### src/decodePkg.sv
// Shared micro-op types and codes; encodings are local to this core and not tied to any ISA spec
package decodePkg;

	// ========================================
	// Sizes
	// ========================================

	// Entries held by each skid buffer before its ready drops
	localparam int BUF_DEPTH = 2;

	// ========================================
	// Opcodes
	// ========================================

	// Scalar register forms, one per operand size
	localparam logic [6:0] OP_R3B = 7'd2;
	localparam logic [6:0] OP_R3W = 7'd3;
	localparam logic [6:0] OP_R3T = 7'd4;
	localparam logic [6:0] OP_R3O = 7'd5;

	// Paired register forms of the same four sizes
	localparam logic [6:0] OP_R3BP = 7'd6;
	localparam logic [6:0] OP_R3WP = 7'd7;
	localparam logic [6:0] OP_R3TP = 7'd8;
	localparam logic [6:0] OP_R3OP = 7'd9;

	// Paired octa form kept as a separate opcode for older code streams
	localparam logic [6:0] OP_R3P = 7'd10;

	// Immediate forms carry a 13-bit immediate in rs2 and func
	localparam logic [6:0] OP_ADDI = 7'd16;
	localparam logic [6:0] OP_MULUI = 7'd17;
	localparam logic [6:0] OP_MULI = 7'd18;
	localparam logic [6:0] OP_DIVUI = 7'd19;
	localparam logic [6:0] OP_DIVI = 7'd20;

	// Memory and control flow
	localparam logic [6:0] OP_LOAD = 7'd32;
	localparam logic [6:0] OP_STORE = 7'd33;
	localparam logic [6:0] OP_BRANCH = 7'd40;

	// ========================================
	// Function codes of the R3 family
	// ========================================

	localparam logic [6:0] FN_ADD = 7'd0;
	localparam logic [6:0] FN_SUB = 7'd1;
	localparam logic [6:0] FN_AND = 7'd8;
	localparam logic [6:0] FN_OR = 7'd9;
	localparam logic [6:0] FN_MULU = 7'd16;
	localparam logic [6:0] FN_MUL = 7'd17;
	localparam logic [6:0] FN_DIVU = 7'd20;
	localparam logic [6:0] FN_DIV = 7'd21;

	// Functional unit that executes the micro-op
	typedef enum logic [2:0] {
		UNIT_ALU = 3'd0,
		UNIT_MUL = 3'd1,
		UNIT_DIV = 3'd2,
		UNIT_MEM = 3'd3,
		UNIT_BR = 3'd4
	} unit_t;

	// Operand size where everything outside the R3 family counts as octa
	typedef enum logic [1:0] {
		SZ_BYTE = 2'd0,
		SZ_WYDE = 2'd1,
		SZ_TETRA = 2'd2,
		SZ_OCTA = 2'd3
	} size_t;

	// Raw micro-op as it leaves the fetch queue with its opcode in the top bits
	typedef struct packed {
		logic [6:0] opcode;
		logic [5:0] rd;
		logic [5:0] rs1;
		logic [5:0] rs2;
		logic [6:0] func;
	} microOp_t;

	// Decoded record handed to the issue logic
	typedef struct packed {
		logic [5:0] rd;
		logic [5:0] rs1;
		logic [5:0] rs2;
		unit_t unit;
		size_t size;
		logic pair;
		logic isImm;
		logic [12:0] imm;
		logic divu;
		logic div;
		logic mulu;
		logic mul;
		logic illegal;
	} decodedUop_t;

endpackage

### src/uopSkidBuffer.sv
// Two-entry valid/ready buffer; inData must stay stable while inValid is high and not yet taken
module uopSkidBuffer import decodePkg::*;
#(
	parameter type payload_t = microOp_t
)
(
	input logic clk,
	input logic arstN,
	input logic inValid,
	output logic inReady,
	input payload_t inData,
	output logic outValid,
	input logic outReady,
	output payload_t outData
);

	// The main entry drives the output and the skid entry catches an item during a stall
	logic mainValid;
	logic skidValid;
	payload_t mainData;
	payload_t skidData;
	logic readyReg;
	logic inFire;
	logic outFire;
	logic mainFree;
	logic mainFromSkid;
	logic mainFromIn;
	logic skidLoad;
	logic nextMainValid;
	logic nextSkidValid;
	logic [1:0] nextCount;

	assign inFire = inValid & readyReg;
	assign outFire = mainValid & outReady;

	// ========================================
	// Next state
	// ========================================

	always_comb
	begin
		// The main entry can take a new item when it is empty or drains this cycle
		mainFree = ~mainValid | outFire;
		// An item parked in the skid entry always moves up before new input
		mainFromSkid = mainFree & skidValid;
		mainFromIn = mainFree & ~skidValid & inFire;
		// Input arriving while the output stalls lands in the skid entry
		skidLoad = ~mainFree & inFire;
		nextMainValid = mainFree ? (skidValid | inFire) : 1'b1;
		nextSkidValid = mainFree ? 1'b0 : (skidValid | inFire);
		nextCount = {1'b0, nextMainValid} + {1'b0, nextSkidValid};
	end

	// Control state with a registered ready that cuts the ready path between stages
	always_ff @(posedge clk or negedge arstN)
	begin
		if (!arstN)
		begin
			mainValid <= 1'b0;
			skidValid <= 1'b0;
			readyReg <= 1'b1;
		end
		else
		begin
			mainValid <= nextMainValid;
			skidValid <= nextSkidValid;
			readyReg <= nextCount < BUF_DEPTH;
		end
	end

	// Payload storage
	always_ff @(posedge clk)
	begin
		if (mainFromSkid)
			mainData <= skidData;
		else if (mainFromIn)
			mainData <= inData;
		if (skidLoad)
			skidData <= inData;
	end

	assign inReady = readyReg;
	assign outValid = mainValid;
	assign outData = mainData;

endmodule

### src/uopDecodeDiv.sv
// Flags divide micro-ops only; it does not check that the rest of the micro-op is legal
module uopDecodeDiv import decodePkg::*;
(
	input microOp_t uop,
	output logic divu,
	output logic div
);

	// ========================================
	// R3 family membership
	// ========================================

	// Any of the nine register forms, scalar or paired
	function automatic logic fnIsR3(input microOp_t ir);
		fnIsR3 =
			ir.opcode == OP_R3B ||
			ir.opcode == OP_R3W ||
			ir.opcode == OP_R3T ||
			ir.opcode == OP_R3O ||
			ir.opcode == OP_R3BP ||
			ir.opcode == OP_R3WP ||
			ir.opcode == OP_R3TP ||
			ir.opcode == OP_R3OP ||
			ir.opcode == OP_R3P;
	endfunction

	// Unsigned divide by immediate, or register form with the DIVU function
	function automatic logic fnIsDivu(input microOp_t ir);
		fnIsDivu = ir.opcode == OP_DIVUI || (fnIsR3(ir) && ir.func == FN_DIVU);
	endfunction

	// Signed divide follows the same pattern
	function automatic logic fnIsDiv(input microOp_t ir);
		fnIsDiv = ir.opcode == OP_DIVI || (fnIsR3(ir) && ir.func == FN_DIV);
	endfunction

	// ========================================
	// Outputs
	// ========================================

	assign divu = fnIsDivu(uop);
	assign div = fnIsDiv(uop);

endmodule

### src/uopDecodeMul.sv
// Flags multiply micro-ops only; it does not check that the rest of the micro-op is legal
module uopDecodeMul import decodePkg::*;
(
	input microOp_t uop,
	output logic mulu,
	output logic mul
);

	// ========================================
	// R3 family membership
	// ========================================

	// Same nine register forms that the divide detector accepts
	function automatic logic fnIsR3(input microOp_t ir);
		fnIsR3 =
			ir.opcode == OP_R3B ||
			ir.opcode == OP_R3W ||
			ir.opcode == OP_R3T ||
			ir.opcode == OP_R3O ||
			ir.opcode == OP_R3BP ||
			ir.opcode == OP_R3WP ||
			ir.opcode == OP_R3TP ||
			ir.opcode == OP_R3OP ||
			ir.opcode == OP_R3P;
	endfunction

	// Unsigned multiply by immediate, or register form with the MULU function
	function automatic logic fnIsMulu(input microOp_t ir);
		fnIsMulu = ir.opcode == OP_MULUI || (fnIsR3(ir) && ir.func == FN_MULU);
	endfunction

	// Signed multiply, immediate or register form
	function automatic logic fnIsMul(input microOp_t ir);
		fnIsMul = ir.opcode == OP_MULI || (fnIsR3(ir) && ir.func == FN_MUL);
	endfunction

	// ========================================
	// Outputs
	// ========================================

	assign mulu = fnIsMulu(uop);
	assign mul = fnIsMul(uop);

endmodule

### src/uopDecodeCore.sv
// Purely combinational decode; it has no valid input, so its output is only meaningful with one
module uopDecodeCore import decodePkg::*;
(
	input microOp_t uop,
	output decodedUop_t dec
);

	logic divu;
	logic div;
	logic mulu;
	logic mul;
	logic knownOp;
	logic isR3;
	logic funcOk;
	logic isImm;
	logic isMem;
	logic isBr;
	logic opPair;
	size_t opSize;
	logic illegal;

	uopDecodeDiv uopDecodeDiv_i (
		.uop(uop),
		.divu(divu),
		.div(div)
	);

	uopDecodeMul uopDecodeMul_i (
		.uop(uop),
		.mulu(mulu),
		.mul(mul)
	);

	// ========================================
	// Opcode class
	// ========================================

	always_comb
	begin
		// Defaults describe an octa, unpaired, register-only micro-op
		knownOp = 1'b1;
		isR3 = 1'b0;
		isImm = 1'b0;
		isMem = 1'b0;
		isBr = 1'b0;
		opPair = 1'b0;
		opSize = SZ_OCTA;
		case (uop.opcode)
			OP_R3B, OP_R3BP:
			begin
				isR3 = 1'b1;
				opSize = SZ_BYTE;
				opPair = uop.opcode == OP_R3BP;
			end
			OP_R3W, OP_R3WP:
			begin
				isR3 = 1'b1;
				opSize = SZ_WYDE;
				opPair = uop.opcode == OP_R3WP;
			end
			OP_R3T, OP_R3TP:
			begin
				isR3 = 1'b1;
				opSize = SZ_TETRA;
				opPair = uop.opcode == OP_R3TP;
			end
			// Both paired octa encodings decode the same way
			OP_R3O, OP_R3OP, OP_R3P:
			begin
				isR3 = 1'b1;
				opPair = uop.opcode != OP_R3O;
			end
			OP_ADDI, OP_MULUI, OP_MULI, OP_DIVUI, OP_DIVI:
				isImm = 1'b1;
			OP_LOAD, OP_STORE:
				isMem = 1'b1;
			OP_BRANCH:
				isBr = 1'b1;
			default:
				knownOp = 1'b0;
		endcase
	end

	// Only R3 forms look at func because other classes reuse those bits
	always_comb
	begin
		case (uop.func)
			FN_ADD, FN_SUB, FN_AND, FN_OR, FN_MULU, FN_MUL, FN_DIVU, FN_DIV:
				funcOk = 1'b1;
			default:
				funcOk = 1'b0;
		endcase
	end

	assign illegal = ~knownOp | (isR3 & ~funcOk);

	// ========================================
	// Record assembly
	// ========================================

	always_comb
	begin
		dec.rd = uop.rd;
		dec.rs1 = uop.rs1;
		dec.rs2 = uop.rs2;
		// Divide wins over multiply, though no legal code sets both
		if (illegal)
			dec.unit = UNIT_ALU;
		else if (divu | div)
			dec.unit = UNIT_DIV;
		else if (mulu | mul)
			dec.unit = UNIT_MUL;
		else if (isMem)
			dec.unit = UNIT_MEM;
		else if (isBr)
			dec.unit = UNIT_BR;
		else
			dec.unit = UNIT_ALU;
		dec.size = opSize;
		dec.pair = opPair;
		dec.isImm = isImm;
		// The immediate spans the whole field, so its top bit is already the sign bit
		dec.imm = isImm ? {uop.rs2, uop.func} : 13'd0;
		dec.divu = divu & ~illegal;
		dec.div = div & ~illegal;
		dec.mulu = mulu & ~illegal;
		dec.mul = mul & ~illegal;
		dec.illegal = illegal;
	end

endmodule

### src/uopDecodeStage.sv
// Decode stage with two edges of latency; up to four micro-ops may sit inside under back-pressure
module uopDecodeStage import decodePkg::*;
(
	input logic clk,
	input logic arstN,
	input logic inValid,
	output logic inReady,
	input microOp_t inUop,
	output logic outValid,
	input logic outReady,
	output decodedUop_t outDec
);

	// ========================================
	// Internal wires
	// ========================================

	// Middle handshake between the two buffers with the decode on its data path
	logic midValid;
	logic midReady;
	microOp_t midUop;
	decodedUop_t midDec;

	// Input side registers the raw micro-op
	uopSkidBuffer #(
		.payload_t(microOp_t)
	) inBuf (
		.clk(clk),
		.arstN(arstN),
		.inValid(inValid),
		.inReady(inReady),
		.inData(inUop),
		.outValid(midValid),
		.outReady(midReady),
		.outData(midUop)
	);

	// Decode adds no cycle and carries no valid of its own
	uopDecodeCore uopDecodeCore_i (
		.uop(midUop),
		.dec(midDec)
	);

	// Output side registers the decoded record
	// Its ready feeds back to the input buffer
	uopSkidBuffer #(
		.payload_t(decodedUop_t)
	) outBuf (
		.clk(clk),
		.arstN(arstN),
		.inValid(midValid),
		.inReady(midReady),
		.inData(midDec),
		.outValid(outValid),
		.outReady(outReady),
		.outData(outDec)
	);

endmodule

### config.mk
export PLATFORM = sky130hd
export DESIGN_NAME = uopDecodeStage
export DESIGN_NICKNAME = d
export VERILOG_FILES = /design/src/decodePkg.sv /design/src/uopSkidBuffer.sv /design/src/uopDecodeDiv.sv /design/src/uopDecodeMul.sv /design/src/uopDecodeCore.sv /design/src/uopDecodeStage.sv
export SDC_FILE = /design/constraint.sdc
export NUM_CORES = 1
export LEC_CHECK = 0
export ABC_AREA = 1
export BUFFER_PORTS_ARGS = -buffer_cell sky130_fd_sc_hd__buf_2
export CORE_MARGIN = 5
export CORE_UTILIZATION = 55
export DETAILED_ROUTE_END_ITERATION = 8
export PLACE_DENSITY = 0.76
export SYNTH_ARGS = -nofsm -noshare
export SYNTH_HDL_FRONTEND = slang
export SYNTH_HIERARCHICAL = 1
export SYNTH_SLANG_ARGS = --single-unit
### constraint.sdc
create_clock -name clk -period 5.5 [get_ports clk]
set_clock_uncertainty 0.1 [all_clocks]
set_input_delay 1.1 -clock clk [delete_from_list [all_inputs] [get_ports clk]]
set_output_delay 1.1 -clock clk [all_outputs]
set_load 0.02 [all_outputs]
; ---- Word-level counts from Yosys, hierarchy flattened
; Memory sizes are Yosys's and may differ from the RTL's. A register that Yosys moved wholly into a read port is not among the register bits.
; Index checks and enable logic that the tools add are counted.
[totals]
reg_bits = 156
latch_bits = 0
ram_bits = 0
romBits = 32
inputBits = 36
out_inout_bits = 45
wordCells = 151
n_memories = 1
[memory_table]
columns = name, words, word_bits, read_ports, rd_clocked_by_memory_dff, write_ports, line
row1 = (name not given), 32, 1, 1, 1, 0, uopDecodeCore.sv:87  ; case (uop.func)
[classes]
addsub = 2
multipliers = 0
div = 0
n_lt_le_gt_ge = 2
eq_ne = 22
shifts = 0
mux = 23
n_bitwise = 32
n_reduce_logical = 27
[ops]
columns = op, n
row1 = $mux W43, 2
row2 = $mux W32, 2
row3 = $eq A7 B5 Y1 const B, 9
row4 = $eq A7 B3 Y1 const B, 4
row5 = $eq A7 B4 Y1 const B, 3
row6 = $eq A7 B6 Y1 const B, 3
row7 = $reduce_or A17 Y1, 1
row8 = $and A1 B1 Y1, 16
row9 = $mux W3, 5
row10 = $eq A7 B2 Y1 const B, 2
row11 = $mux W13, 1
row12 = $logic_or A1 B1 Y1, 12
row13 = $mux W1, 10
row14 = $not A1 Y1, 9
row15 = $reduce_or A9 Y1, 1
row16 = $reduce_or A2 Y1, 4
row17 = $ne A7 B3 Y1 const B, 1
row18 = $or A1 B1 Y1, 7
row19 = $pmux W2 S3, 1
row20 = $mux W5, 1
row21 = $reduce_or A5 Y1, 1
row22 = $add A1 B1 Y2, 2
row23 = $logic_and A1 B1 Y1, 4
row24 = $lt A2 B2 Y1 const B, 2
row25 = other kinds (4), 5

; ---- Logic depth before layout (Yosys ltp)
[logic_depth]
word_depth = 17
mapped_depth = 12
ltp_nobuf = 12

; ---- Cells and area by module
; Netlist, hierarchy kept.
[modules_own_cells]
columns = module, n_inst, cells_each, area_per_inst_um2, seq_area_each_um2
row1 = uopSkidBuffer (outBuf), 1, 245, 3365.7, 2658.8
row2 = uopSkidBuffer (inBuf), 1, 186, 2553.7, 1998.2
row3 = uopDecodeCore, 1, 121, 671.9, 0.0
row4 = uopDecodeDiv, 1, 27, 125.1, 0.0
row5 = uopDecodeMul, 1, 27, 123.9, 0.0

; ---- Worst setup path after synthesis
; Ideal clock, no wire load.
[synth_timing]
path_kind = input to register
startpoint = input outReady
endpoint = register outBuf/skidData[0] in the netlist's numbering (enable)
setup_time_ns = 0.444
t_arrival_ns = 3.338
required_time_ns = 4.956
setup_slack_ns = 1.619
path_stages = 5
path_buffers = 2
cell_sequence = inv_1 nand2_2 buf_6 buf_4 nor2_1
[synth_between]
elab_chain_len = 4
[synth_rtl]
columns = element, line
row1 = start: declaration, uopDecodeStage.sv:10  ; input logic outReady,
row2 = $and A1 B1 Y1, uopSkidBuffer.sv:34  ; assign outFire = mainValid & outReady;
row3 = $or A1 B1 Y1, uopSkidBuffer.sv:43  ; mainFree = ~mainValid | outFire;
row4 = $not A1 Y1, uopSkidBuffer.sv:48  ; skidLoad = ~mainFree & inFire;
row5 = $and A1 B1 Y1, uopSkidBuffer.sv:48
row6 = net outBuf.skidLoad, uopSkidBuffer.sv:28  ; logic skidLoad;
row7 = end signal: assignment, uopSkidBuffer.sv:79  ; skidData <= inData;
row8 = end: declaration, uopSkidBuffer.sv:21  ; payload_t skidData;
; The timed path passes the listed nets, and every way through them passes these cells.
; A chain may end at the register's enable or synchronous reset.

; ---- Worst setup path in the final report
; Ends and elaborated chain as after synthesis.

==> run summary <==
STA puts the critical path data required time at 5.42 ns. The detailed-routing iteration count for the pre-antenna-repair pass is 5. The DRC violation total after the first TritonRoute iteration came out at 392. The tree is rooted in a sky130_fd_sc_hd__clkbuf_16. The number of nets with antenna violations after detailed routing is 0. The number of post-CTS setup repair buffers came out at 0. The core region is 12,100 um^2. TritonCTS built the clock tree. The final number of setup-violating endpoints is 0. The cell taking the most area after synthesis is sky130_fd_sc_hd__edfxtp_1. The fraction of layout instances using a drive strength above 1 came out at between 20% and 30%. The average cell area after synthesis came out at 11.3 um^2. The tightest min-delay check is of the reg -> reg type.

The max-slew violation count was 0. The final routed DRC violation total came out at 0. Global routing finished with a remaining overflow of 0.

The final hold slack came out at 0.360 ns. The number of placed I/O pins came out at 81. The routed design has 12,100 um of wire. The post-route setup TNS came out at 0 ns. The maximum number of pins on one net before global-route repair is between 40 and 50. The height of the chip came out at 122 um.

Once the floorplan was initialized, standard cells occupied 56.5% of the core. The worst setup slack for register-to-register paths is 2.99 ns. For this run, the number of Yosys warnings is 6. The net count after synthesis came out at roughly 640.

The clock network latency to the later pin of the worst-skew pair is 0.42 ns. Counting flops and latches in the post-synthesis netlist gives 156. The relative area change from synthesis to final layout is 11.9%. The clock-pin slew on the worst setup and hold paths is 0.06 ns. On the worst path, the slowest cell contributes a delay of 1.12 ns. The critical path ends at outBuf/skidData[0]$_DFFE_PP_. The worst register-to-register path ends at outBuf/skidData[0]$_DFFE_PP_. The H-tree was split into 4 levels. The die covers ~15,000 um^2. The row count came out at 40. Tracing the worst setup path back leads to its startpoint at outReady. The detailed-route wire length per cell is 14.4 um. Dividing the final minimum period by the clock period gives 53.9%.

The category of the most critical setup path is in -> reg. Yosys attributes the largest share of cell area to sky130_fd_sc_hd__edfxtp_1, sky130_fd_sc_hd__nand2_1, sky130_fd_sc_hd__nand3_1, sky130_fd_sc_hd__buf_4, sky130_fd_sc_hd__nor2_1. For this design the ratio of total power to cell area is 446 nW/um^2. STA classifies the critical path startpoint as an input pin.

The cell area after layout came out at 7650 um^2. The post-synthesis instance total came out at 606. In this run, CTS created clock tree buffers numbering 17. For this block, the via count after detailed routing is 4,313. The number of port buffers came out at 80. The net count of the finished layout is 699.

At the pin with the least slew margin, the transition time is about 1.2 ns. For this run, the total global-route usage over all layers was measured as 17.6%. The total of hold buffers inserted after clock tree synthesis came out at 0. The startpoint identified for the worst register-to-register timing path is outBuf/outValid$_DFF_PN0_. The worst setup path is captured at a flip-flop. The total count of hold-check failures in the final report is 0.

The signal on the critical path passes through buf_2 -> inv_1 -> nand2_2 -> nor2_4. 0 antenna diodes ended up in the layout. The fraction of registers with async set/reset came out at 3.85%. The largest fanout on the critical path came out at 47. The area after detailed placement came out at approximately 7100 um^2.

The number of antenna violations at the first check in global routing came out at 0. The area share of the leading cell type in the synthesized netlist came out at between 60% and 70%. The wire length of the first global-routing pass is a little over 20,000 um. STA puts the critical path data arrival time at roughly 2.9 ns.

Once routing completed, OpenROAD measured the worst setup slack at 2.53 ns. The cell count of the worst reg-to-reg path came out at 2. The post-cts repair resize count came out at 0. In this run the static leakage power is 0.00324 uW. The number of vias per cell is 5.11. The number of flops mapped to enable cells by yosys is 150. OpenSTA, run right after detailed placement, puts the worst setup slack at 2.14 ns. Derived from the worst setup path, the maximum achievable clock frequency is 0.337 GHz. The count of cell types in the netlist came out at 29. Setup repair after global routing left no endpoint under its margin. The portion of the post-synthesis area used by sequential elements is 68.1%. The run finished with clean final reports. The synthesized netlist occupies a cell area of 6840 um^2.

Headroom to the max-slew limit came out at 20.3%. Counting I/O delays and the setup requirement, the final critical path takes 2.97 ns. The critical path contains buffers and inverters numbering 2 combined. The most common cell after layout, fill and taps aside is sky130_fd_sc_hd__nand2_1. The clock passes through at most 2 buffers. The count of clock tree sinks came out at 156. Max-cap violations in this run came to 0. The final RePlAce weighted congestion came out at about 0.80.

The worst voltage drop across the vdd grid came out at 265 uV. The post-DP HPWL came out at 8170 um. In this run the number of cells on the critical path is 4. The floorplan die width is between 100 and 150 um. On the critical path, the stage with the largest delay is an instance of sky130_fd_sc_hd__nor2_4. The via count of the first global-routing pass is 4,120. Among all flip-flop cells after synthesis, the most frequent one is sky130_fd_sc_hd__edfxtp_1. The kind of cell with the highest combined delay on the critical path is simple AND/OR/NAND/NOR gates.

In the layout the commonest cells are sky130_fd_sc_hd__nand2_1, sky130_fd_sc_hd__edfxtp_1, sky130_fd_sc_hd__nand3_1, sky130_fd_sc_hd__buf_2, sky130_fd_sc_hd__nor2_1.
==> registers in the layout (all words and copies together), names as in the netlist <==
signal / count
outBuf/outValid: 1
inBuf/skidData: 32
inBuf/skidValid: 1
outBuf/skidValid: 1
inBuf/outData: 32
outBuf/inReady: 1
inBuf/inReady: 1
inBuf/outValid: 1
outBuf/outData: 43
outBuf/skidData: 43
==> Yosys cell counts (all sizes together), types with 2 or more instances <==
master  instances
nand2         198
edfxtp        150
nand3          90
nor2           52
buf            46
inv            45
nor3            6
dfrtp           4
nand4           3
a21oi           2
dfstp           2
nor3b           2
==> power by group <==
group	switching (uW)	leakage (uW)	internal, uW
sequential	96.6	0.00149	1600
combinational	507	0.00149	176
clock	421	0.000255	609
total	1020	0.00324	2390
==> metrics by stage <==
step	util (%)	instances	total power, uW
after floorplan	-	606	2250
after global placement	58.8	812	2370
after detailed placement	58.8	812	2410
after CTS	63.2	844	3440
after global routing	63.2	844	3580
final	63.2	844	3410
==> worst min path at each step <==
stage,cells past startpoint,to,from
floorplan,1,outBuf/skidData[31]$_DFFE_PP_,inBuf/outData[13]$_DFFE_PP_
global placement,0,outBuf/skidData[37]$_DFFE_PP_,inBuf/outData[19]$_DFFE_PP_
detailed placement,0,outBuf/skidData[42]$_DFFE_PP_,inBuf/outData[24]$_DFFE_PP_
CTS,0,outBuf/skidData[42]$_DFFE_PP_,inBuf/outData[24]$_DFFE_PP_
global route,0,outBuf/skidData[42]$_DFFE_PP_,inBuf/outData[24]$_DFFE_PP_
finish,0,outBuf/skidData[42]$_DFFE_PP_,inBuf/outData[24]$_DFFE_PP_
==> layer usage <==
| metal | vias up | routed length, um | global-route usage [%] |
|---|---|---|---|
| li1 | 2132 | - | - |
| met1 | 1999 | 5650 | 25.1 |
| met2 | 172 | 5550 | 26.0 |
| met3 | 10 | 825 | 5.13 |
| met4 | 0 | 122 | 5.95 |
| met5 | - | 0 | 0 |
==> cells by family after synthesis <==
| family | Yosys count | synth area share, % |
|---|---|---|
| compound gates | 6 | 0.732 |
| flops | 156 | 68.1 |
| simple gates | 353 | 23.4 |
| buf+inv | 91 | 7.79 |
==> final cells by class <==
type,count,area [um^2]
clock buffers,25,485
clock inverters,7,42.5
fillers,966,4460
inverters,45,169
multi-input cells,359,1660
flip-flops and latches,156,4660
well taps,168,210
repair buffers,84,430
(Power assumes the default switching activity.)
